### src/design/pixelPkg.sv
`default_nettype none

package pixelPkg;

    ////////////////////////////////////////
    // Data widths
    ////////////////////////////////////////
    typedef logic [7:0]  subPixel_t;
    // RGBA with R in the top byte
    typedef logic [31:0] pixel_t;
    typedef logic [10:0] screenPos_t;
    typedef logic [13:0] fbIndex_t;
    // Q16.16
    typedef logic [31:0] depth_t;
    // S16.15
    typedef logic [31:0] texCoord_t;
    // T row in the upper half and S column in the lower half
    typedef logic [13:0] texAddr_t;
    typedef logic [63:0] lutBeat_t;
    typedef logic [7:0]  fogFactor_t;
    typedef logic [4:0]  fogIndex_t;
    typedef logic [1:0]  beatCount_t;

    // Texture environment mode where code 3 behaves like REPLACE
    typedef logic [1:0]  texEnvMode_t;
    localparam texEnvMode_t REPLACE  = 2'd0;
    localparam texEnvMode_t MODULATE = 2'd1;
    localparam texEnvMode_t ADD      = 2'd2;

    typedef enum logic [1:0] {Load, Commit, Discard} loaderState_t;

    ////////////////////////////////////////
    // Sizes, feature bits and latencies
    ////////////////////////////////////////
    localparam int FOG_LUT_ENTRIES  = 32;
    localparam int FACTORS_PER_BEAT = 8;
    localparam int LUT_BEATS        = 4;
    localparam int FEATURE_TEX_POS  = 0;
    localparam int FEATURE_FOG_POS  = 1;
    localparam int TEX_LATENCY      = 3;
    localparam int FOG_LATENCY      = 2;

endpackage

`default_nettype wire

### src/design/beatCounter.sv
`timescale 1ns/1ps
`default_nettype none

module beatCounter
#(
    parameter int BEATS = 4
)
(
    input  wire                      aclk,
    input  wire                      reset,
    input  wire                      advance,
    input  wire                      clear,
    output pixelPkg::beatCount_t     count,
    output logic                     overflow
);

    always_ff @(posedge aclk)
    begin
        if (reset || clear)
        begin
            count    <= '0;
            overflow <= 1'b0;
        end
        else if (advance)
        begin
            count <= count + 1'b1;
            // A full load went by without a last, so the load runs long
            if (count == pixelPkg::beatCount_t'(BEATS - 1))
            begin
                overflow <= 1'b1;
            end
        end
    end

endmodule

`default_nettype wire

### src/design/fogLutLoader.sv
`timescale 1ns/1ps
`default_nettype none

module fogLutLoader
#(
    parameter int BEATS = 4
)
(
    input  wire                      aclk,
    input  wire                      reset,
    input  wire                      lutValid,
    input  wire                      lutLast,
    output logic                     lutReady,
    input  wire pixelPkg::beatCount_t beatCount,
    input  wire                      overflow,
    output logic                     countAdvance,
    output logic                     countClear,
    output logic                     beatWrite,
    output logic                     commit
);

    pixelPkg::loaderState_t state;
    pixelPkg::loaderState_t nextState;
    logic                   loadComplete;

    assign beatWrite    = lutValid && lutReady;
    assign countAdvance = beatWrite;
    assign countClear   = beatWrite && lutLast;
    assign commit       = (state == pixelPkg::Commit);

    // Only a last on the final beat of a load that did not run long
    assign loadComplete = (beatCount == pixelPkg::beatCount_t'(BEATS - 1)) && !overflow;

    always_comb
    begin
        nextState = state;
        case (state)
            pixelPkg::Load:
            begin
                if (countClear)
                begin
                    nextState = loadComplete ? pixelPkg::Commit : pixelPkg::Discard;
                end
            end
            default:
                nextState = pixelPkg::Load;
        endcase
    end

    // Ready is only high in Load once reset has ended
    always_ff @(posedge aclk)
    begin
        if (reset)
        begin
            state    <= pixelPkg::Load;
            lutReady <= 1'b0;
        end
        else
        begin
            state    <= nextState;
            lutReady <= (nextState == pixelPkg::Load);
        end
    end

endmodule

`default_nettype wire

### src/design/fogTable.sv
`timescale 1ns/1ps
`default_nettype none

module fogTable
(
    input  wire                        aclk,
    input  wire                        reset,
    input  wire                        beatWrite,
    input  wire pixelPkg::beatCount_t  beatNum,
    input  wire pixelPkg::lutBeat_t    lutData,
    input  wire                        commit,
    input  wire pixelPkg::fogIndex_t   readIndex,
    output pixelPkg::fogFactor_t       factor
);

    pixelPkg::fogFactor_t shadowTable [pixelPkg::FOG_LUT_ENTRIES];
    pixelPkg::fogFactor_t activeTable [pixelPkg::FOG_LUT_ENTRIES];

    // Factor i of a beat sits in byte i of the word
    always_ff @(posedge aclk)
    begin
        if (beatWrite)
        begin
            for (int i = 0; i < pixelPkg::FACTORS_PER_BEAT; i++)
            begin
                shadowTable[{beatNum, 3'(i)}] <= lutData[i * 8 +: 8];
            end
        end
    end

    // Active table starts as "no fog" everywhere
    always_ff @(posedge aclk)
    begin
        if (reset)
        begin
            for (int i = 0; i < pixelPkg::FOG_LUT_ENTRIES; i++)
            begin
                activeTable[i] <= 8'hff;
            end
        end
        else if (commit)
        begin
            activeTable <= shadowTable;
        end
    end

    always_ff @(posedge aclk)
    begin
        factor <= activeTable[readIndex];
    end

endmodule

`default_nettype wire

### src/design/texEnvUnit.sv
`timescale 1ns/1ps
`default_nettype none

module texEnvUnit
(
    input  wire                          aclk,
    input  wire                          reset,
    input  wire                          enable,
    input  wire pixelPkg::texEnvMode_t   mode,
    input  wire                          inValid,
    input  wire pixelPkg::texCoord_t     texS,
    input  wire pixelPkg::texCoord_t     texT,
    input  wire pixelPkg::pixel_t        primaryColor,
    input  wire pixelPkg::depth_t        depthIn,
    output pixelPkg::texAddr_t           texelAddr,
    input  wire pixelPkg::pixel_t        texelData,
    output pixelPkg::pixel_t             color,
    output pixelPkg::depth_t             depthOut
);

    pixelPkg::pixel_t      stage1Color;
    pixelPkg::pixel_t      stage2Color;
    pixelPkg::texEnvMode_t stage1Mode;
    pixelPkg::texEnvMode_t stage2Mode;
    logic                  stage1Enable;
    logic                  stage2Enable;
    pixelPkg::depth_t      depthPipe [pixelPkg::TEX_LATENCY];

    function automatic pixelPkg::subPixel_t combine(
        input pixelPkg::texEnvMode_t envMode,
        input pixelPkg::subPixel_t   texel,
        input pixelPkg::subPixel_t   prim
    );
        logic [15:0] product;
        logic [8:0]  sum;
        product = texel * prim;
        sum     = texel + prim;
        case (envMode)
            pixelPkg::MODULATE: return product[15:8];
            pixelPkg::ADD:      return sum[8] ? 8'hff : sum[7:0];
            default:            return texel;
        endcase
    endfunction

    ////////////////////////////////////////
    // Stage 1 and 2 addressing
    ////////////////////////////////////////
    // Repeat wrap on 128x128 falls out of taking 7 integer bits
    always_ff @(posedge aclk)
    begin
        if (inValid)
        begin
            texelAddr <= {texT[21:15], texS[21:15]};
        end
        stage1Color <= primaryColor;
        stage2Color <= stage1Color;
    end

    always_ff @(posedge aclk)
    begin
        if (reset)
        begin
            stage1Enable <= 1'b0;
            stage2Enable <= 1'b0;
            stage1Mode   <= pixelPkg::REPLACE;
            stage2Mode   <= pixelPkg::REPLACE;
        end
        else
        begin
            stage1Enable <= enable;
            stage2Enable <= stage1Enable;
            stage1Mode   <= mode;
            stage2Mode   <= stage1Mode;
        end
    end

    ////////////////////////////////////////
    // Stage 3 combine
    ////////////////////////////////////////
    // Texel comes back from the memory read register during stage 2
    always_ff @(posedge aclk)
    begin
        if (stage2Enable)
        begin
            for (int ch = 0; ch < 4; ch++)
            begin
                color[ch * 8 +: 8] <= combine(stage2Mode, texelData[ch * 8 +: 8],
                                              stage2Color[ch * 8 +: 8]);
            end
        end
        else
        begin
            color <= stage2Color;
        end
    end

    // Depth keeps pace with the color for the fog stage
    always_ff @(posedge aclk)
    begin
        depthPipe[0] <= depthIn;
        for (int i = 1; i < pixelPkg::TEX_LATENCY; i++)
        begin
            depthPipe[i] <= depthPipe[i - 1];
        end
    end

    assign depthOut = depthPipe[pixelPkg::TEX_LATENCY - 1];

endmodule

`default_nettype wire

### src/design/fogBlend.sv
`timescale 1ns/1ps
`default_nettype none

module fogBlend
(
    input  wire                         aclk,
    input  wire                         reset,
    input  wire                         enable,
    input  wire pixelPkg::pixel_t       fogColor,
    input  wire pixelPkg::depth_t       depth,
    input  wire pixelPkg::pixel_t       colorIn,
    output pixelPkg::fogIndex_t         readIndex,
    input  wire pixelPkg::fogFactor_t   factor,
    output pixelPkg::pixel_t            colorOut
);

    pixelPkg::pixel_t stage1Color;
    logic             stage1Enable;
    logic [15:0]      mix [4];

    // Integer part of depth where anything past the table uses the last entry
    assign readIndex = (depth[31:21] != '0) ? 5'd31 : depth[20:16];

    always_ff @(posedge aclk)
    begin
        stage1Color <= colorIn;
        if (reset)
        begin
            stage1Enable <= 1'b0;
        end
        else
        begin
            stage1Enable <= enable;
        end
    end

    // f * c + (255 - f) * fog never exceeds 255 * 255
    always_comb
    begin
        for (int ch = 0; ch < 4; ch++)
        begin
            mix[ch] = factor * stage1Color[ch * 8 +: 8]
                    + (8'd255 - factor) * fogColor[ch * 8 +: 8];
        end
    end

    always_ff @(posedge aclk)
    begin
        for (int ch = 0; ch < 4; ch++)
        begin
            colorOut[ch * 8 +: 8] <= stage1Enable ? mix[ch][15:8] : stage1Color[ch * 8 +: 8];
        end
    end

endmodule

`default_nettype wire

### src/design/delayLine.sv
`timescale 1ns/1ps
`default_nettype none

module delayLine
#(
    parameter int DELAY = 5
)
(
    input  wire                          aclk,
    input  wire                          reset,
    input  wire                          inValid,
    input  wire                          inLast,
    input  wire                          inKeep,
    input  wire pixelPkg::fbIndex_t      inIndex,
    input  wire pixelPkg::screenPos_t    inPosX,
    input  wire pixelPkg::screenPos_t    inPosY,
    input  wire pixelPkg::depth_t        inDepth,
    output logic                         outValid,
    output logic                         outLast,
    output logic                         outKeep,
    output pixelPkg::fbIndex_t           outIndex,
    output pixelPkg::screenPos_t         outPosX,
    output pixelPkg::screenPos_t         outPosY,
    output pixelPkg::depth_t             outDepth
);

    logic [DELAY-1:0]      validPipe;
    logic [DELAY-1:0]      lastPipe;
    logic [DELAY-1:0]      keepPipe;
    pixelPkg::fbIndex_t    indexPipe [DELAY];
    pixelPkg::screenPos_t  posXPipe  [DELAY];
    pixelPkg::screenPos_t  posYPipe  [DELAY];
    pixelPkg::depth_t      depthPipe [DELAY];

    always_ff @(posedge aclk)
    begin
        if (reset)
        begin
            validPipe <= '0;
        end
        else
        begin
            validPipe <= {validPipe[DELAY-2:0], inValid};
        end
    end

    // Payload shifts along with stage 0 taking the new fragment
    always_ff @(posedge aclk)
    begin
        lastPipe     <= {lastPipe[DELAY-2:0], inLast};
        keepPipe     <= {keepPipe[DELAY-2:0], inKeep};
        indexPipe[0] <= inIndex;
        posXPipe[0]  <= inPosX;
        posYPipe[0]  <= inPosY;
        depthPipe[0] <= inDepth;
        for (int i = 1; i < DELAY; i++)
        begin
            indexPipe[i] <= indexPipe[i - 1];
            posXPipe[i]  <= posXPipe[i - 1];
            posYPipe[i]  <= posYPipe[i - 1];
            depthPipe[i] <= depthPipe[i - 1];
        end
    end

    assign outValid = validPipe[DELAY-1];
    assign outLast  = lastPipe[DELAY-1];
    assign outKeep  = keepPipe[DELAY-1];
    assign outIndex = indexPipe[DELAY-1];
    assign outPosX  = posXPipe[DELAY-1];
    assign outPosY  = posYPipe[DELAY-1];
    assign outDepth = depthPipe[DELAY-1];

endmodule

`default_nettype wire

### src/design/pixelPipeline.sv
`timescale 1ns/1ps
`default_nettype none

module pixelPipeline
#(
    parameter int LUT_BEATS = pixelPkg::LUT_BEATS
)
(
    input  wire                          aclk,
    input  wire                          reset,

    // Configuration
    input  wire [31:0]                   confFeatureEnable,
    input  wire pixelPkg::texEnvMode_t   confTexEnvMode,
    input  wire pixelPkg::pixel_t        confFogColor,

    // Fog LUT stream
    input  wire                          lutValid,
    input  wire                          lutLast,
    input  wire pixelPkg::lutBeat_t      lutData,
    output logic                         lutReady,

    // Fragment stream, no back-pressure
    input  wire                          fragValid,
    input  wire                          fragLast,
    input  wire                          fragKeep,
    input  wire pixelPkg::fbIndex_t      fragIndex,
    input  wire pixelPkg::screenPos_t    fragPosX,
    input  wire pixelPkg::screenPos_t    fragPosY,
    input  wire pixelPkg::depth_t        fragDepth,
    input  wire pixelPkg::texCoord_t     fragTexS,
    input  wire pixelPkg::texCoord_t     fragTexT,
    input  wire pixelPkg::pixel_t        fragColor,

    // Texture memory, synchronous read
    output pixelPkg::texAddr_t           texelAddr,
    input  wire pixelPkg::pixel_t        texelData,

    // Framebuffer
    output pixelPkg::pixel_t             fbColor,
    output pixelPkg::fbIndex_t           fbIndex,
    output pixelPkg::screenPos_t         fbPosX,
    output pixelPkg::screenPos_t         fbPosY,
    output pixelPkg::depth_t             fbDepth,
    output logic                         fbValid,
    output logic                         fbLast,
    output logic                         fbKeep
);

    localparam int PIPE_LATENCY = pixelPkg::TEX_LATENCY + pixelPkg::FOG_LATENCY;

    ////////////////////////////////////////
    // Fog LUT loading
    ////////////////////////////////////////
    pixelPkg::beatCount_t beatCount;
    logic                 overflow;
    logic                 countAdvance;
    logic                 countClear;
    logic                 beatWrite;
    logic                 commit;

    fogLutLoader #(.BEATS(LUT_BEATS)) loader_i (
        .aclk(aclk), .reset(reset),
        .lutValid(lutValid), .lutLast(lutLast), .lutReady(lutReady),
        .beatCount(beatCount), .overflow(overflow),
        .countAdvance(countAdvance), .countClear(countClear),
        .beatWrite(beatWrite), .commit(commit)
    );

    beatCounter #(.BEATS(LUT_BEATS)) counter_i (
        .aclk(aclk), .reset(reset),
        .advance(countAdvance), .clear(countClear),
        .count(beatCount), .overflow(overflow)
    );

    pixelPkg::fogIndex_t  fogIndex;
    pixelPkg::fogFactor_t fogFactor;

    fogTable table_i (
        .aclk(aclk), .reset(reset),
        .beatWrite(beatWrite), .beatNum(beatCount), .lutData(lutData),
        .commit(commit), .readIndex(fogIndex), .factor(fogFactor)
    );

    ////////////////////////////////////////
    // Color path
    ////////////////////////////////////////
    pixelPkg::pixel_t texColor;
    pixelPkg::depth_t texDepth;

    texEnvUnit tex_i (
        .aclk(aclk), .reset(reset),
        .enable(confFeatureEnable[pixelPkg::FEATURE_TEX_POS]), .mode(confTexEnvMode),
        .inValid(fragValid), .texS(fragTexS), .texT(fragTexT),
        .primaryColor(fragColor), .depthIn(fragDepth),
        .texelAddr(texelAddr), .texelData(texelData),
        .color(texColor), .depthOut(texDepth)
    );

    fogBlend fog_i (
        .aclk(aclk), .reset(reset),
        .enable(confFeatureEnable[pixelPkg::FEATURE_FOG_POS]), .fogColor(confFogColor),
        .depth(texDepth), .colorIn(texColor),
        .readIndex(fogIndex), .factor(fogFactor), .colorOut(fbColor)
    );

    // Metadata rides alongside for the whole color path
    delayLine #(.DELAY(PIPE_LATENCY)) meta_i (
        .aclk(aclk), .reset(reset),
        .inValid(fragValid), .inLast(fragLast), .inKeep(fragKeep),
        .inIndex(fragIndex), .inPosX(fragPosX), .inPosY(fragPosY), .inDepth(fragDepth),
        .outValid(fbValid), .outLast(fbLast), .outKeep(fbKeep),
        .outIndex(fbIndex), .outPosX(fbPosX), .outPosY(fbPosY), .outDepth(fbDepth)
    );

endmodule

`default_nettype wire

### config.mk
export PLATFORM = sky130hd
export DESIGN_NAME = pixelPipeline
export DESIGN_NICKNAME = d
export VERILOG_FILES = /design/src/design/pixelPkg.sv /design/src/design/beatCounter.sv /design/src/design/fogLutLoader.sv /design/src/design/fogTable.sv /design/src/design/texEnvUnit.sv /design/src/design/fogBlend.sv /design/src/design/delayLine.sv /design/src/design/pixelPipeline.sv
export SDC_FILE = /design/constraint.sdc
export NUM_CORES = 2
export LEC_CHECK = 0
export ABC_CLOCK_PERIOD_IN_PS = 7200
export BUFFER_PORTS_ARGS = -buffer_cell sky130_fd_sc_hd__buf_4
export CAP_MARGIN = 20
export CORE_UTILIZATION = 55
export CTS_CLUSTER_DIAMETER = 60
export DETAILED_ROUTE_END_ITERATION = 6
export GPL_TIMING_DRIVEN = 0
export PLACE_DENSITY = 0.74
export SLEW_MARGIN = 10
export SYNTH_ARGS = -nofsm -noshare
export SYNTH_HDL_FRONTEND = slang
export SYNTH_SLANG_ARGS = --single-unit
### constraint.sdc
create_clock -name aclk -period 7.2 [get_ports aclk]
set_input_delay 0.72 -clock aclk [delete_from_list [all_inputs] [get_ports aclk]]
set_output_delay 0.72 -clock aclk [all_outputs]
set_load 0.02 [all_outputs]
# ---- Word-level counts from Yosys, hierarchy flattened
# Memory sizes are Yosys's and may differ from the RTL's.
# Index checks and enable logic that the tools add are counted.
dict set report totals {
  regBits 722
  ramBits 436
  input_bits 333
  output_inout_bits 118
  elab_cells 201
  n_memories 5
}
dict set report classes {
  n_addsub 10
  n_mul 12
  magnitude_cmp 17
  n_eq_ne 4
  mux 44
  n_bitwise 9
  reduce_logical 17
}
# name depth word_bits read_ports rd_ports_with_merged_regs write_ports line
set mem_list {}
lappend mem_list {meta_i.depthPipe 5 32 5 0 5 delayLine.sv:33} ;# pixelPkg::depth_t depthPipe [DELAY];
lappend mem_list {tex_i.depthPipe 3 32 3 0 3 texEnvUnit.sv:27} ;# pixelPkg::depth_t depthPipe [pixelPkg::TEX_LATENCY];
lappend mem_list {meta_i.indexPipe 5 14 5 0 5 delayLine.sv:30} ;# pixelPkg::fbIndex_t indexPipe [DELAY];
lappend mem_list {meta_i.posXPipe 5 11 5 0 5 delayLine.sv:31} ;# pixelPkg::screenPos_t posXPipe [DELAY];
lappend mem_list {meta_i.posYPipe 5 11 5 0 5 delayLine.sv:32} ;# pixelPkg::screenPos_t posYPipe [DELAY];
# operator count
set ops {}
lappend ops {{bitwise mux 256 bit} 8}
lappend ops {{demux 8 bit (select 5 bit)} 8}
lappend ops {{two-way mux 8 bit} 18}
lappend ops {{multiplier 8 x 8 -> 16 bit} 8}
lappend ops {{adder 16 bit} 4}
lappend ops {{multiplier 16 x 8 -> 16 bit} 4}
lappend ops {{case mux 8 bit (2 select lines)} 4}
lappend ops {{greater-or-equal comparator 6 bit (second input constant)} 9}
lappend ops {{inverter 5 -> 6 bit} 9}
lappend ops {{< comparator 6 x 1 -> 1 bit (second input constant)} 8}
lappend ops {{binary-select mux 8 bit (select 5 bit)} 1}
lappend ops {{adder 8 x 8 -> 9 bit} 4}
lappend ops {{two-way mux 32 bit} 1}
lappend ops {{logical AND 1 bit} 11}
lappend ops {{nonzero test 11 bit} 1}
lappend ops {{subtractor 8 x 8 -> 9 bit (first input constant)} 1}
lappend ops {{two-way mux 2 bit} 3}
lappend ops {{two-way mux 5 bit} 1}
lappend ops {{== test 2 x 1 -> 1 bit (second input constant)} 2}
lappend ops {{== test 2 bit (second input constant)} 2}
lappend ops {{zero test 2 bit} 2}
lappend ops {{adder 2 x 1 -> 2 bit (second input constant)} 1}
lappend ops {{AND reduction 2 bit} 1}
lappend ops {{zero test 1 bit} 1}
lappend ops {{logical OR 1 bit} 1}

# ---- Logic depth before layout (Yosys ltp)
dict set report depth {
  word_depth 13
  depth_mapped 23
  ltp_nobuf 21
}

# ---- By module
# A second synthesis with hierarchy kept.
dict set report unflattened {
  hier_cells 5131
  area_unflattened_um2 59985.0
}
# mod n_inst cells_each area_each_um2 seq_area_each_um2
set by_module_without_submodules {}
lappend by_module_without_submodules {fogTable 1 1265 19378.6 12972.4}
lappend by_module_without_submodules {fogBlend 1 2025 18611.6 1301.2}
lappend by_module_without_submodules {texEnvUnit 1 1431 14395.1 4384.2}
lappend by_module_without_submodules {delayLine 1 385 7325.8 7106.8}
lappend by_module_without_submodules {fogLutLoader 1 15 152.6 60.1}
lappend by_module_without_submodules {beatCounter 1 10 121.4 60.1}

# ---- Worst setup path after synthesis
# Ideal clock, no wire load.
dict set report synth_timing {
  path_type {register to register}
  from {reg table_i.factor[6]}
  to {reg fog_i.colorOut[7]}
  setup_ns 0.121
  t_arrival_ns 5.437
  required_time_ns 7.079
  slack_ns 1.642
  stages_incl_launch_ff 21
  path_buffers 2
  period_less_slack_ns 5.558
  path_cell_list {dfxtp_1 -> clkbuf_1 -> buf_1 -> nand2_1 -> fa_1 -> fa_1 -> inv_1 -> fa_1 -> fa_1 -> fa_1 -> inv_1 -> fa_1 -> inv_1 -> ha_1 -> nor3_1 -> nor2_1 -> a31oi_1 -> a21oi_1 -> a21oi_1 -> xnor2_1 -> mux2_2}
}
dict set report synth_via {
  elab_chain_len 4
  elab_cells_between_ends 5
  classes_between {add/sub (2); mul (2); mux (1)}
}
# item line
set synth_lines {}
lappend synth_lines {{from (decl)} fogTable.sv:13} ;# output pixelPkg::fogFactor_t factor
lappend synth_lines {{from (signal assigned)} fogTable.sv:49} ;# factor <= activeTable[readIndex];
lappend synth_lines {{subtractor 8 x 8 -> 9 bit} fogBlend.sv:43} ;# + (8'd255 - factor) * fogColor[ch * 8 +: 8];
lappend synth_lines {{multiplier 16 x 8 -> 16 bit} fogBlend.sv:43}
lappend synth_lines {{adder 16 bit *} fogBlend.sv:43}
lappend synth_lines {{two-way mux 8 bit *} fogBlend.sv:51} ;# colorOut[ch * 8 +: 8] <= stage1Enable ? mix[ch][15:8] : stage1Color[ch * 8 +: 8];
lappend synth_lines {{to (signal, indexed assignment)} fogBlend.sv:51}
lappend synth_lines {{to (decl)} fogBlend.sv:14} ;# output pixelPkg::pixel_t colorOut
# Mark *: on every way between the ends. The rest lies on a longest branch, timed or not.
# A chain may end at the register's enable or synchronous reset.

# ---- Worst setup path in the final report
dict set report layout_timing {
  from {reg table_i.factor[4]}
  to {reg fog_i.colorOut[31]}
}
# The elaborated chain is that of the path after synthesis.

==> results.py <==
metrics = {
    "run_status": {
        "status": "finished, final reports clean",
    },
    "yosys": {
        "yosys_warnings": 0,
        "yosys-top-cells-area": "dfxtp_1 27%, fa_1 18%, edfxtp_1 14%, ha_1 8.8%, nand2_1 5.5%",
        "avgSynthCellArea_um2": 10.56,
        "yosysUniqueCellTypes": 74,
        "synth-main-ff-cell": "dfxtp_1",
        "yosysMostFrequentCell": "nand2_1",
        "netlist_area_mm2": 0.05797,
        "synth_edf_count": 270,
        "synth_top_area_share_pct": 27.35,
        "async_reset_ff_share_pct": 0,
        "syn-num-nets": 6758,
        "postSynthCellCount": 5491,
        "ys_seq_elements": 1062,
        "synth_common_cells": "854 x nand2_1, 792 x dfxtp_1, 789 x inv_1, 524 x fa_1, 410 x ha_1",
        "yosysTopAreaCell": "dfxtp_1",
        "synth_seq_area_share_pct": 41.33,
    },
    "worst_setup_path": {
        "worstPathRequired_ns": 7.76,
        "cp_slowest_cell": "clkbuf_1",
        "crit_top_cell": "fa_1",
        "worstSetupEndpointType": "flip-flop",
        "crit_path_start_kind": "flip-flop",
        "crit_cells": 18,
        "worstRegToRegCells": 18,
        "worstSetupPathType": "reg -> reg",
        "crit_chain": "clkbuf_1, clkbuf_1, nand2_1, fa_1, fa_1, fa_1, inv_1, fa_1, fa_1, fa_1, ha_1, nand2_1, o211ai_1, nand3_1, a31oi_1, a21oi_1, xnor2_1, mux2_2",
        "cp_num_buf_inv": 3,
        "cp.arrival_ns": 7.57,
        "cp_max_fo": 10,
        "critPathTopFamily": "adder cells",
        "critPathMaxStageDelay_ns": 0.75,
    },
    "drt": {
        "via_per_inst": 5.444,
        "routedWlPerCell_um": 20.64,
        "finalWirelength_um": 154000,
        "vias": 40610,
        "postRouteAntennaNets": 0,
        "drt_iter0_drc": 3408,
        "drcViolationCount": 0,
        "first_pass_iters": 5,
    },
    "power": {
        "p_total_uw": 19950,
        "p_int_uw": 13130,
        "pwr-share-clk_pct": 28.0,
        "p_sw_uw": 6821,
        "p_leak_uw": 0.03080,
        "pwr-share-comb_pct": 39.0,
        "swShare_pct": 34.20,
        "seqPwrFrac_pct": 33.0,
        "irDropWorstVdd_uv": 291.8,
        "power_density_mw_per_mm2": 301.2,
    },
    "die": {
        "io_pins": 451,
        "core-area_mm2": 0.1039,
        "die_x_um": 326.7,
        "die_area_mm2": 0.1067,
        "start_util_pct": 55.78,
        "dieHeight_um": 326.7,
        "rows": 118,
    },
    "clock_tree": {
        "clock-root-buffer": "clkbuf_16",
        "h-tree-depth": 3,
        "cts_buffers": 107,
        "cts_tree": "yes",
        "insertion_delay_ns": 0.70,
        "clk_pin_slew_ns": 0.07,
        "cts_setup_buffers": 0,
        "cts_buffer_depth": 3,
        "cts_num_sinks": 1062,
    },
    "grt": {
        "grt_overflow": 0,
        "antenna_found_initial": 34,
        "grt_pass1_wl_um": 235900,
        "grt_pass1_vias": 41350,
        "grt_max_degree": 51,
        "track_usage_pct": 28.97,
    },
    "sta": {
        "setup_viol": 0,
        "setup_ws_ns": 0.1927,
        "whs_ns": 0.1074,
        "maxSlewViolCount": 0,
        "finalCritPeriodShare_pct": 97.32,
        "rsz0062_at_grt": "false",
        "maxSlewHeadroom_pct": 21.02,
        "timing.fmax_mhz": 142.7,
        "finalClockSkew_ns": 0.04281,
        "tightest_slew_ns": 1.185,
        "final_hold_viol_count": 0,
        "period_minus_slack_ns": 7.007,
        "timing.setup.tns_ns": 0,
    },
    "finish": {
        "n_fill_cell": 8369,
        "final_util_pct": 63.71,
        "area_growth_pct": 14.23,
        "multi_input_area_mm2": 0.02982,
        "layout-drive-gt1-share_pct": 11.16,
        "nNetsFinal": 7243,
        "seq_area_mm2": 0.02396,
    },
    "place": {
        "post-place-ws_ns": 0.2121,
        "gp_congestion": 0.9363,
        "dpl.hpwl_um": 116400,
        "numPortBuffers": 369,
    },
    "worst_hold_path": {
        "holdPathStages": 1,
        "hp-class": "in -> reg",
    },
    "flow_run": {
        "drv_cap": 0,
    },
}
placed cells by master, fill, tap and decap left out, types with 17 or more instances in the layout:
| master | synthesis | final |
|---|---|---|
| nand3b_1 | 258 | 258 |
| clkinv_2 | 0 | 17 |
| nor3_1 | 27 | 27 |
| nor2_1 | 65 | 65 |
| inv_1 | 789 | 789 |
| o211ai_1 | 24 | 24 |
| o22ai_1 | 17 | 17 |
| mux2i_1 | 50 | 50 |
| a22oi_1 | 22 | 22 |
| a31oi_1 | 24 | 24 |
| clkbuf_16 | 0 | 109 |
| edfxtp_1 | 270 | 270 |
| xor2_1 | 17 | 17 |
| and2_1 | 273 | 273 |
| o221ai_1 | 33 | 33 |
| dfxtp_1 | 792 | 792 |
| xnor2_1 | 60 | 60 |
| a21oi_1 | 78 | 78 |
| nor2b_1 | 211 | 211 |
| buf_4 | 55 | 425 |
| fa_1 | 524 | 524 |
| nand3_1 | 29 | 29 |
| clkbuf_1 | 185 | 215 |
| o21ai_0 | 72 | 72 |
| ha_1 | 410 | 410 |
| mux2_2 | 32 | 32 |
| nand2b_1 | 75 | 75 |
| a32oi_1 | 32 | 32 |
| nand2_1 | 854 | 854 |
registers in the layout (all words and copies together) (netlist names), 8 cells and up:
name and cells:
table_i.activeTable 256, table_i.shadowTable 256, meta_i.depthPipe 160, meta_i.indexPipe 70, meta_i.posXPipe 55, meta_i.posYPipe 55
fog_i.colorOut 32, fog_i.stage1Color 32, tex_i.color 32, tex_i.stage1Color 32, tex_i.stage2Color 32, tex_i.texelAddr 14
table_i.factor 8
logic make-up after synthesis:
kind of cell	Yosys count	synth area share [%]
compound gates	419	5.143
xor+xnor	77	1.163
fa+ha+maj	934	26.94
buf+inv	1058	7.277
flops	1062	41.33
mux	82	1.485
simple gates	1859	16.65
layout make-up:
class / count / share of cell area [%]
clock buffer: 154 / 4.570
inverter: 790 / 4.478
sequential: 1062 / 36.19
clock inverter: 46 / 0.8370
tap: 1380 / 2.607
buffer: 268 / 1.897
antenna: 12 / 0.04534
multi-input combinational: 3371 / 45.03
timing repair buffer: 376 / 4.353
metrics by stage:
| step | cells | cell area, um2 |
|---|---|---|
| final | 7459 | 66220 |
| after detailed placement | 7246 | 62610 |
| after global routing | 7459 | 66220 |
| after CTS | 7446 | 66190 |
| after global placement | 7240 | 62470 |
| after floorplan | 5491 | 57970 |
worst paths after layout:
| check | from | end | slack, ns |
|---|---|---|---|
| max | table_i.factor[4] | fog_i.colorOut[31] | 0.19 |
| min | fragColor[26] | tex_i.stage1Color[26] | 0.11 |
| max reg2reg | table_i.factor[4] | fog_i.colorOut[31] | 0.19 |
| min reg2reg | meta_i.indexPipe[1][4] | meta_i.indexPipe[2][4] | 0.32 |
routing by layer:
layer	vias to the layer above	global-route usage, %	wire (um)
li1	18500	-	-
met1	20040	38.75	63690
met2	1714	46.18	70620
met3	327	6.619	14010
met4	32	10.38	5420
met5	-	0	217
timing repair:
| item | in CTS | in global routing |
|---|---|---|
| resized for setup | 0 | 5 |
| setup endpoints to repair | 0 | 1 |
| hold buffers | 0 | 0 |
power groups by stage:
stage | sequential [uW] | combinational [uW] | clock [uW]
2_1_floorplan | 6760 | 5700 | 0
3_3_place_gp | 6710 | 7450 | 0
3_5_place_dp | 6710 | 7690 | 0
4_1_cts | 6580 | 7790 | 5680
5_1_grt | 6610 | 8830 | 5920
6_report | 6590 | 7770 | 5590
(Power assumes the default switching activity.)
